`config.mk`:
```
export PLATFORM = sky130hd
export DESIGN_NAME = eeprom_host
export DESIGN_NICKNAME = d
export VERILOG_FILES = /design/src/common/apb_regs_pkg.sv /design/src/common/i2c_pkg.sv /design/src/eeprom_ctrl/eeprom_seq.sv /design/src/eeprom_ctrl/i2c_bit_engine.sv /design/src/hdl/apb_eeprom_regs.sv /design/src/hdl/eeprom_host.sv
export SDC_FILE = /design/constraint.sdc
export NUM_CORES = 1
export LEC_CHECK = 0
export BUFFER_PORTS_ARGS = -buffer_cell sky130_fd_sc_hd__buf_4
export CELL_PAD_IN_SITES_DETAIL_PLACEMENT = 0
export CELL_PAD_IN_SITES_GLOBAL_PLACEMENT = 1
export CORE_MARGIN = 2
export CORE_UTILIZATION = 45
export DETAILED_ROUTE_END_ITERATION = 7
export PLACE_DENSITY = 0.87
export SLEW_MARGIN = 10
export SYNTH_ARGS = -nofsm -noshare
export SYNTH_HDL_FRONTEND = slang
export SYNTH_HIERARCHICAL = 1
export SYNTH_SLANG_ARGS = --single-unit
```
`constraint.sdc`:
```
create_clock -name CLK -period 2.9 [get_ports CLK]
set_input_delay 0.58 -clock CLK [delete_from_list [all_inputs] [get_ports CLK]]
set_output_delay 0.58 -clock CLK [all_outputs]
set_load 0.01 [all_outputs]
```
`src/common/apb_regs_pkg.sv`:
```
`default_nettype none

package apb_regs_pkg;

    typedef logic [4:0]  apb_addr_t;
    typedef logic [31:0] apb_data_t;

    localparam apb_addr_t REG_CMD    = 5'h00; // [0] go, [1] read not write
    localparam apb_addr_t REG_ADDR   = 5'h04;
    localparam apb_addr_t REG_WDATA  = 5'h08;
    localparam apb_addr_t REG_STATUS = 5'h0C; // read only
    localparam apb_addr_t REG_RDATA  = 5'h10; // read only

    localparam int CMD_GO_BIT  = 0;
    localparam int CMD_RNW_BIT = 1;

    localparam int STAT_BUSY_BIT = 0;
    localparam int STAT_NACK_BIT = 1;

endpackage : apb_regs_pkg

`default_nettype wire

```
`src/common/i2c_pkg.sv`:
```
`default_nettype none

package i2c_pkg;

    // 2048-byte array, block bits in [10:8]
    typedef logic [10:0] ee_addr_t;

    typedef logic [7:0] byte_t;

    // bit engine commands
    typedef enum logic [1:0]
    {
        START,
        STOP,
        WRITE_BYTE,
        READ_BYTE
    } bit_cmd_t;

    // fixed upper nibble of the device select byte
    localparam logic [3:0] DEV_CODE = 4'b1010;

endpackage : i2c_pkg

`default_nettype wire

```
`src/eeprom_ctrl/eeprom_seq.sv`:
```
`timescale 1ns/1ps
`default_nettype none

module eeprom_seq
    import i2c_pkg::*;
(
    input  wire logic     CLK,
    input  wire logic     RESET,
    input  wire logic     start,
    input  wire logic     rnw,
    input  wire ee_addr_t ee_addr,
    input  wire byte_t    wdata,
    output logic          done,
    output logic          nack,
    output byte_t         rdata,
    output logic          cmd_valid,
    output bit_cmd_t      cmd,
    output byte_t         tx_byte,
    output logic          tx_ack,
    input  wire logic     cmd_ready,
    input  wire logic     cmd_done,
    input  wire byte_t    rx_byte,
    input  wire logic     rx_ack
);

    typedef enum logic [3:0]
    {
        ST_IDLE,
        ST_START,
        ST_DEV_WR,
        ST_ADDR,
        ST_WDATA,
        ST_RESTART,
        ST_DEV_RD,
        ST_RDATA,
        ST_STOP,
        ST_DONE
    } seq_state_t;

    seq_state_t state;
    logic       pending;    // command handed to the bit engine, waiting for cmd_done
    logic       slave_nack;
    ee_addr_t   addr_q;
    byte_t      wdata_q;
    logic       rnw_q;

    assign done       = (state == ST_DONE);
    assign cmd_valid  = (state != ST_IDLE) && (state != ST_DONE) && !pending;
    assign slave_nack = (cmd == WRITE_BYTE) && rx_ack;

    always_comb
    begin
        cmd     = WRITE_BYTE;
        tx_byte = '0;
        tx_ack  = 1'b1; // single byte read, so it is always the last one
        case (state)
            ST_START, ST_RESTART: cmd = START;
            ST_DEV_WR:            tx_byte = {DEV_CODE, addr_q[10:8], 1'b0};
            ST_ADDR:              tx_byte = addr_q[7:0];
            ST_WDATA:             tx_byte = wdata_q;
            ST_DEV_RD:            tx_byte = {DEV_CODE, addr_q[10:8], 1'b1};
            ST_RDATA:             cmd = READ_BYTE;
            ST_STOP:              cmd = STOP;
            default:              cmd = WRITE_BYTE;
        endcase
    end

    always_ff @(posedge CLK)
    begin
        if (RESET)
        begin
            state   <= ST_IDLE;
            pending <= 1'b0;
            nack    <= 1'b0;
        end
        else
        begin
            if (cmd_valid && cmd_ready)
                pending <= 1'b1;

            if (state == ST_IDLE)
            begin
                if (start)
                begin
                    state <= ST_START;
                    nack  <= 1'b0;
                end
            end
            else if (state == ST_DONE)
                state <= ST_IDLE;
            else if (cmd_done)
            begin
                pending <= 1'b0;
                if (slave_nack)
                    nack <= 1'b1;
                case (state)
                    ST_START:   state <= ST_DEV_WR;
                    ST_DEV_WR:  state <= slave_nack ? ST_STOP : ST_ADDR;
                    ST_ADDR:    state <= slave_nack ? ST_STOP : (rnw_q ? ST_RESTART : ST_WDATA);
                    ST_WDATA:   state <= ST_STOP;
                    ST_RESTART: state <= ST_DEV_RD;
                    ST_DEV_RD:  state <= slave_nack ? ST_STOP : ST_RDATA;
                    ST_RDATA:   state <= ST_STOP;
                    ST_STOP:    state <= ST_DONE;
                    default:    state <= ST_IDLE;
                endcase
            end
        end
    end

    // request fields held for the whole transfer
    always_ff @(posedge CLK)
    begin
        if (state == ST_IDLE && start)
        begin
            addr_q  <= ee_addr;
            wdata_q <= wdata;
            rnw_q   <= rnw;
        end
        if (state == ST_RDATA && cmd_done)
            rdata <= rx_byte;
    end

endmodule : eeprom_seq

`default_nettype wire

```
`src/eeprom_ctrl/i2c_bit_engine.sv`:
```
`timescale 1ns/1ps
`default_nettype none

module i2c_bit_engine
    import i2c_pkg::*;
#(
    parameter int CLK_DIV = 4
)
(
    input  wire logic     CLK,
    input  wire logic     RESET,
    input  wire logic     cmd_valid,
    input  wire bit_cmd_t cmd,
    input  wire byte_t    tx_byte,
    input  wire logic     tx_ack,
    output logic          cmd_ready,
    output logic          cmd_done,
    output byte_t         rx_byte,
    output logic          rx_ack,
    output logic          scl,
    output logic          sda_oe,
    input  wire logic     sda_in
);

    localparam int            QW     = $clog2(CLK_DIV + 1);
    localparam logic [QW-1:0] Q_LAST = QW'(CLK_DIV - 1);

    typedef enum logic [2:0]
    {
        E_IDLE,
        E_START,
        E_STOP,
        E_WRITE,
        E_READ
    } eng_state_t;

    eng_state_t    state;
    logic [QW-1:0] qcnt;
    logic [1:0]    quarter;
    logic [3:0]    bit_cnt;   // 0..7 data, 8 ack
    byte_t         tx_sh;
    byte_t         rx_sh;
    logic          ack_out;
    logic          scl_last;
    logic          sda_last;
    logic          q_end;
    logic          bit_end;
    logic          last_bit;

    assign q_end     = (qcnt == Q_LAST);
    assign bit_end   = q_end && (quarter == 2'd3);
    assign last_bit  = (state == E_START) || (state == E_STOP) || (bit_cnt == 4'd8);
    assign cmd_ready = (state == E_IDLE);
    assign cmd_done  = (state != E_IDLE) && bit_end && last_bit;
    assign rx_byte   = rx_sh;

    // SCL high in quarters 1 and 2; SDA only moves in quarter 0 unless START/STOP
    always_comb
    begin
        scl    = scl_last;  // hold bus between commands
        sda_oe = sda_last;
        case (state)
            E_START:
            begin
                scl    = (quarter == 2'd1) || (quarter == 2'd2);
                sda_oe = quarter[1];  // falls while scl high
            end
            E_STOP:
            begin
                scl    = (quarter != 2'd0);
                sda_oe = !quarter[1]; // released while scl high
            end
            E_WRITE:
            begin
                scl    = (quarter == 2'd1) || (quarter == 2'd2);
                sda_oe = (bit_cnt == 4'd8) ? 1'b0 : !tx_sh[7];
            end
            E_READ:
            begin
                scl    = (quarter == 2'd1) || (quarter == 2'd2);
                sda_oe = (bit_cnt == 4'd8) ? !ack_out : 1'b0;
            end
            default:
            begin
                scl    = scl_last;
                sda_oe = sda_last;
            end
        endcase
    end

    always_ff @(posedge CLK)
    begin
        if (RESET)
        begin
            state    <= E_IDLE;
            qcnt     <= '0;
            quarter  <= '0;
            bit_cnt  <= '0;
            scl_last <= 1'b1;
            sda_last <= 1'b0;
        end
        else
        begin
            scl_last <= scl;
            sda_last <= sda_oe;
            if (state == E_IDLE)
            begin
                qcnt    <= '0;
                quarter <= '0;
                bit_cnt <= '0;
                if (cmd_valid)
                begin
                    case (cmd)
                        START:      state <= E_START;
                        STOP:       state <= E_STOP;
                        WRITE_BYTE: state <= E_WRITE;
                        default:    state <= E_READ;
                    endcase
                end
            end
            else
            begin
                qcnt <= q_end ? '0 : qcnt + 1'b1;
                if (q_end)
                    quarter <= quarter + 2'd1;
                if (bit_end)
                begin
                    bit_cnt <= bit_cnt + 4'd1;
                    if (last_bit)
                        state <= E_IDLE;
                end
            end
        end
    end

    always_ff @(posedge CLK)
    begin
        if (cmd_valid && cmd_ready)
        begin
            tx_sh   <= tx_byte;
            ack_out <= tx_ack;
        end
        else if (bit_end)
            tx_sh <= {tx_sh[6:0], 1'b0}; // msb first

        // sample at the end of the third quarter
        if (q_end && quarter == 2'd2 && (state == E_WRITE || state == E_READ))
        begin
            if (bit_cnt == 4'd8)
                rx_ack <= sda_in;
            else
                rx_sh <= {rx_sh[6:0], sda_in};
        end
    end

endmodule : i2c_bit_engine

`default_nettype wire

```
`src/hdl/apb_eeprom_regs.sv`:
```
`timescale 1ns/1ps
`default_nettype none

module apb_eeprom_regs
    import i2c_pkg::*;
    import apb_regs_pkg::*;
(
    input  wire logic      CLK,
    input  wire logic      RESET,
    input  wire logic      psel,
    input  wire logic      penable,
    input  wire logic      pwrite,
    input  wire apb_addr_t paddr,
    input  wire apb_data_t pwdata,
    output apb_data_t      prdata,
    output logic           pready,
    output logic           pslverr,
    output logic           start,
    output logic           rnw,
    output ee_addr_t       ee_addr,
    output byte_t          wdata,
    input  wire logic      done,
    input  wire logic      nack,
    input  wire byte_t     rdata
);

    logic  busy_r;
    logic  busy;
    logic  nack_r;
    logic  nack_flag;
    byte_t rdata_r;
    logic  wr_en;
    logic  go;
    logic  mapped;

    assign wr_en     = psel && penable && pwrite;
    assign go        = wr_en && (paddr == REG_CMD) && pwdata[CMD_GO_BIT] && !busy;
    assign busy      = busy_r && !done;     // drops with done
    assign nack_flag = done ? nack : nack_r;
    assign pready    = 1'b1;
    assign mapped    = (paddr == REG_CMD) || (paddr == REG_ADDR) || (paddr == REG_WDATA)
                    || (paddr == REG_STATUS) || (paddr == REG_RDATA);
    assign pslverr   = psel && penable && !mapped;

    always_comb
    begin
        prdata = '0;
        case (paddr)
            REG_CMD:    prdata[CMD_RNW_BIT] = rnw;
            REG_ADDR:   prdata[10:0] = ee_addr;
            REG_WDATA:  prdata[7:0] = wdata;
            REG_STATUS:
            begin
                prdata[STAT_BUSY_BIT] = busy;
                prdata[STAT_NACK_BIT] = nack_flag;
            end
            REG_RDATA:  prdata[7:0] = rdata_r;
            default:    prdata = '0;
        endcase
    end

    always_ff @(posedge CLK)
    begin
        if (RESET)
        begin
            start  <= 1'b0;
            busy_r <= 1'b0;
            nack_r <= 1'b0;
            rnw    <= 1'b0;
        end
        else
        begin
            start <= go;
            if (go)
            begin
                busy_r <= 1'b1;
                nack_r <= 1'b0;
                rnw    <= pwdata[CMD_RNW_BIT];
            end
            else if (done)
            begin
                busy_r <= 1'b0;
                nack_r <= nack;
            end
        end
    end

    always_ff @(posedge CLK)
    begin
        if (wr_en && paddr == REG_ADDR)
            ee_addr <= pwdata[10:0];
        if (wr_en && paddr == REG_WDATA)
            wdata <= pwdata[7:0];
        if (done)
            rdata_r <= rdata;
    end

endmodule : apb_eeprom_regs

`default_nettype wire

```
`src/hdl/eeprom_host.sv`:
```
`timescale 1ns/1ps
`default_nettype none

module eeprom_host
    import i2c_pkg::*;
    import apb_regs_pkg::*;
#(
    parameter int CLK_DIV = 4
)
(
    input  wire logic      CLK,
    input  wire logic      RESET,
    input  wire logic      psel,
    input  wire logic      penable,
    input  wire logic      pwrite,
    input  wire apb_addr_t paddr,
    input  wire apb_data_t pwdata,
    output apb_data_t      prdata,
    output logic           pready,
    output logic           pslverr,
    output logic           scl,      // high = released
    output logic           sda_oe,   // high pulls SDA low
    input  wire logic      sda_in
);

    logic     start;
    logic     rnw;
    ee_addr_t ee_addr;
    byte_t    wdata;
    logic     done;
    logic     nack;
    byte_t    rdata;
    logic     cmd_valid;
    bit_cmd_t cmd;
    byte_t    tx_byte;
    logic     tx_ack;
    logic     cmd_ready;
    logic     cmd_done;
    byte_t    rx_byte;
    logic     rx_ack;

    apb_eeprom_regs u_regs
    (
        .CLK     (CLK),
        .RESET   (RESET),
        .psel    (psel),
        .penable (penable),
        .pwrite  (pwrite),
        .paddr   (paddr),
        .pwdata  (pwdata),
        .prdata  (prdata),
        .pready  (pready),
        .pslverr (pslverr),
        .start   (start),
        .rnw     (rnw),
        .ee_addr (ee_addr),
        .wdata   (wdata),
        .done    (done),
        .nack    (nack),
        .rdata   (rdata)
    );

    eeprom_seq u_seq
    (
        .CLK       (CLK),
        .RESET     (RESET),
        .start     (start),
        .rnw       (rnw),
        .ee_addr   (ee_addr),
        .wdata     (wdata),
        .done      (done),
        .nack      (nack),
        .rdata     (rdata),
        .cmd_valid (cmd_valid),
        .cmd       (cmd),
        .tx_byte   (tx_byte),
        .tx_ack    (tx_ack),
        .cmd_ready (cmd_ready),
        .cmd_done  (cmd_done),
        .rx_byte   (rx_byte),
        .rx_ack    (rx_ack)
    );

    i2c_bit_engine #(
        .CLK_DIV (CLK_DIV)
    ) u_bit (
        .CLK       (CLK),
        .RESET     (RESET),
        .cmd_valid (cmd_valid),
        .cmd       (cmd),
        .tx_byte   (tx_byte),
        .tx_ack    (tx_ack),
        .cmd_ready (cmd_ready),
        .cmd_done  (cmd_done),
        .rx_byte   (rx_byte),
        .rx_ack    (rx_ack),
        .scl       (scl),
        .sda_oe    (sda_oe),
        .sda_in    (sda_in)
    );

endmodule : eeprom_host

`default_nettype wire
```
==> run metrics <==
unrepaired setup endpoints after global routing no; Max Cap Viol 0; sequential fraction of the synthesis area 0.606; core area between 9000 and 10000 sq um; Tot Pwr between 2 and 2.5 mW; critical path class flip-flop to primary output; layout cells sized above 1 0.212; CP Buf/Inv Count 2; Root Driver clkbuf_8; Mapped Cells 348; synth unique cells 63; fin cells 520; DR vias ~2700; largest net degree at the start of global routing 22; initial antenna violation count 0; CP endpoint kind primary output; status finished clean; slack of the critical path ~0.25 ns; VDD IR max 395 uV; ys async rst share 0; Setup TNS Final 0 ns; vias in the first global route between 2000 and 3000; post-synth top area cell edfxtp_1; Layout area overhead 11.4%; Clock Path Buffers 2; CTS tree done; GRT Residual Overflow 0; Yosys reg bits 97; later-pin clock latency in the skew report roughly 0.36 ns; final hold violations 0; gr usage total 0.151; hold_buf cts 0; CP Data Arrival Time just over 2 ns; Detailed Routing Iterations Pass 1 6; CP delay by family, top simple AND/OR/NAND/NOR gates; clk sinks between 90 and 100; wire length per cell 14.6 um; Final ANT Viol Nets 0; hold_ws slightly below 0.4 ns; Power Density 490 nW/um^2; Worst-path clk slew about 0.1 ns; syn_area_per_cell about 13 sq um; crit-path max FO 10; Starting Density 0.457; prevailing post-synth register cell edfxtp_1; most common cell in the netlist edfxtp_1; number of buffers created by CTS 9; total routed wirelength 7.57 mm; drt drc 0; GPL Wtd Cong 0.764; post-layout minimum cycle time 2.65 ns; setup violators final 0; Most Frequent Cell on Critical Path buf_4; IO Count 79; first-pass GRT wire length around 12 mm; P_leak 1.80 nW; final setup skew about 0.0064 ns; Yosys top cell area share 0.497; crit start category flip-flop; pre-CTS setup slack between 0.5 and 0.6 ns; CTS H-tree depth 3; fmax about 0.38 GHz; DR vias/cell 5.11; slew margin rel. 0.299; critical path's slowest cell dfxtp_1; Site Rows 36; First DRT Iteration DRCs just over 200; FILL cells ~850; chip width 103 um; Synth top cells by count edfxtp_1, buf_4, dfxtp_1; Placed Cells between 500 and 600; Data required, critical path 2.32 ns; EDFF count, synth between 70 and 80; critical-path cell list nor2b_1 -> nor3b_2 -> buf_4 -> nand2b_1 -> o21ai_1 -> buf_4; Area contributors post-synth edfxtp_1, dfxtp_1, buf_4; fin. max-slew vios 0; worst hold path type input port to flip-flop; nets roughly 440; YS warnings 6; IO buf count 35; Worst-Margin Slew roughly 1.0 ns; DP HPWL roughly 5.4 mm; ant diodes 0; synthesized area around 4400 sq um; Die Y just over 100 um; max incr delay on CP 0.49 ns; Die ar. approximately 11000 sq um; Tcrit/Tclk final 0.914
-- report_power, final --
| part | internal [mW] | switching (mW) |
|---|---|---|
| Sequential | 1.48 | 0.000816 |
| Combinational | 0.0306 | 0.0407 |
| Clock | 0.342 | 0.511 |
| Total | 1.85 | 0.552 |
-- worst paths after layout --
| check | to | slack (ns) | startpoint | cells after the start |
|---|---|---|---|---|
| hold reg to reg | u_regs/rdata_r[7] | 0.43 | u_seq/rdata[7] | 0 |
| setup / recovery | prdata[0] | 0.25 | u_seq/state[3] | 6 |
| setup reg to reg | u_seq/rdata[3] | 0.60 | u_bit/qcnt[0] | 8 |
| hold / removal | u_regs/ee_addr[8] | 0.39 | pwdata[8] | 1 |
-- per-layer routing --
layer | up-vias | track usage | wire length, um
met5 | - | 0 | 0
met4 | 0 | 0.0496 | 33
met3 | 2 | 0.0359 | 425
met2 | 77 | 0.242 | 3680
met1 | 1273 | 0.203 | 3430
li1 | 1307 | - | -
-- placed cells by master (no fill, tap or decap), types with 3 or more instances in the layout --
master,instances
nor3b_1,4
ha_1,10
xnor2_1,3
inv_1,20
o21ai_0,10
a221oi_1,3
nor2b_1,7
nor3_1,7
nor4bb_1,3
nand2_1,19
or3_1,5
dfxtp_1,24
nand3_1,8
edfxtp_1,73
nor3b_2,3
buf_4,43
nor2_1,11
a22oi_1,4
and3b_1,4
and2_1,7
o211ai_1,3
a222oi_1,6
o21bai_1,3
a21oi_1,9
clkbuf_8,9
a31oi_1,3
mux2_2,7
mux2i_1,7
conb_1,23
a211oi_1,3
-- layout make-up --
type / instances / area (sq um) / area share
inverters: 21 / 78.8 / 0.0161
repair buffers: 43 / 323 / 0.0658
flip-flops and latches: 97 / 2670 / 0.544
well taps: 133 / 166 / 0.0339
clock inverters: 7 / 80.1 / 0.0163
multi-input cells: 210 / 1460 / 0.298
clock buffers: 9 / 124 / 0.0252
-- logic make-up (layout without fill, tap and decap cells) --
family | after synthesis | in the layout | synth area share
simple gates | 100 | 100 | 0.143
flops | 97 | 97 | 0.606
buf+inv | 61 | 80 | 0.0795
compound gates | 58 | 58 | 0.0963
mux | 14 | 14 | 0.0338
fa+ha+maj | 10 | 10 | 0.0284
xor+xnor | 5 | 5 | 0.00994
other cells | 3 | 23 | 0.00256
-- through the flow --
step,util,instance area (sq um)
after floorplan,-,4480
after global placement,0.488,4700
after detailed placement,0.488,4700
after CTS,0.509,4900
after global routing,0.509,4910
final,0.509,4910
-- what timing repair did --
action | CTS | global route
resized for setup | 0 | 1
endpoints found under the hold margin | 0 | 0
buffers inserted | 0 | 0
endpoints found under the setup margin | 0 | 1
-- registers in the layout (all words and copies together), names as in the netlist, 8 cells and up --
name and count:
u_bit/rx_byte 8, u_bit/tx_sh 8, u_seq/rdata 8, u_seq/wdata_q 8, u_regs/rdata_r 8, u_regs/ee_addr 11, u_seq/addr_q 11, u_regs/wdata 8
Note: power is estimated with default switching activity, not from simulation.
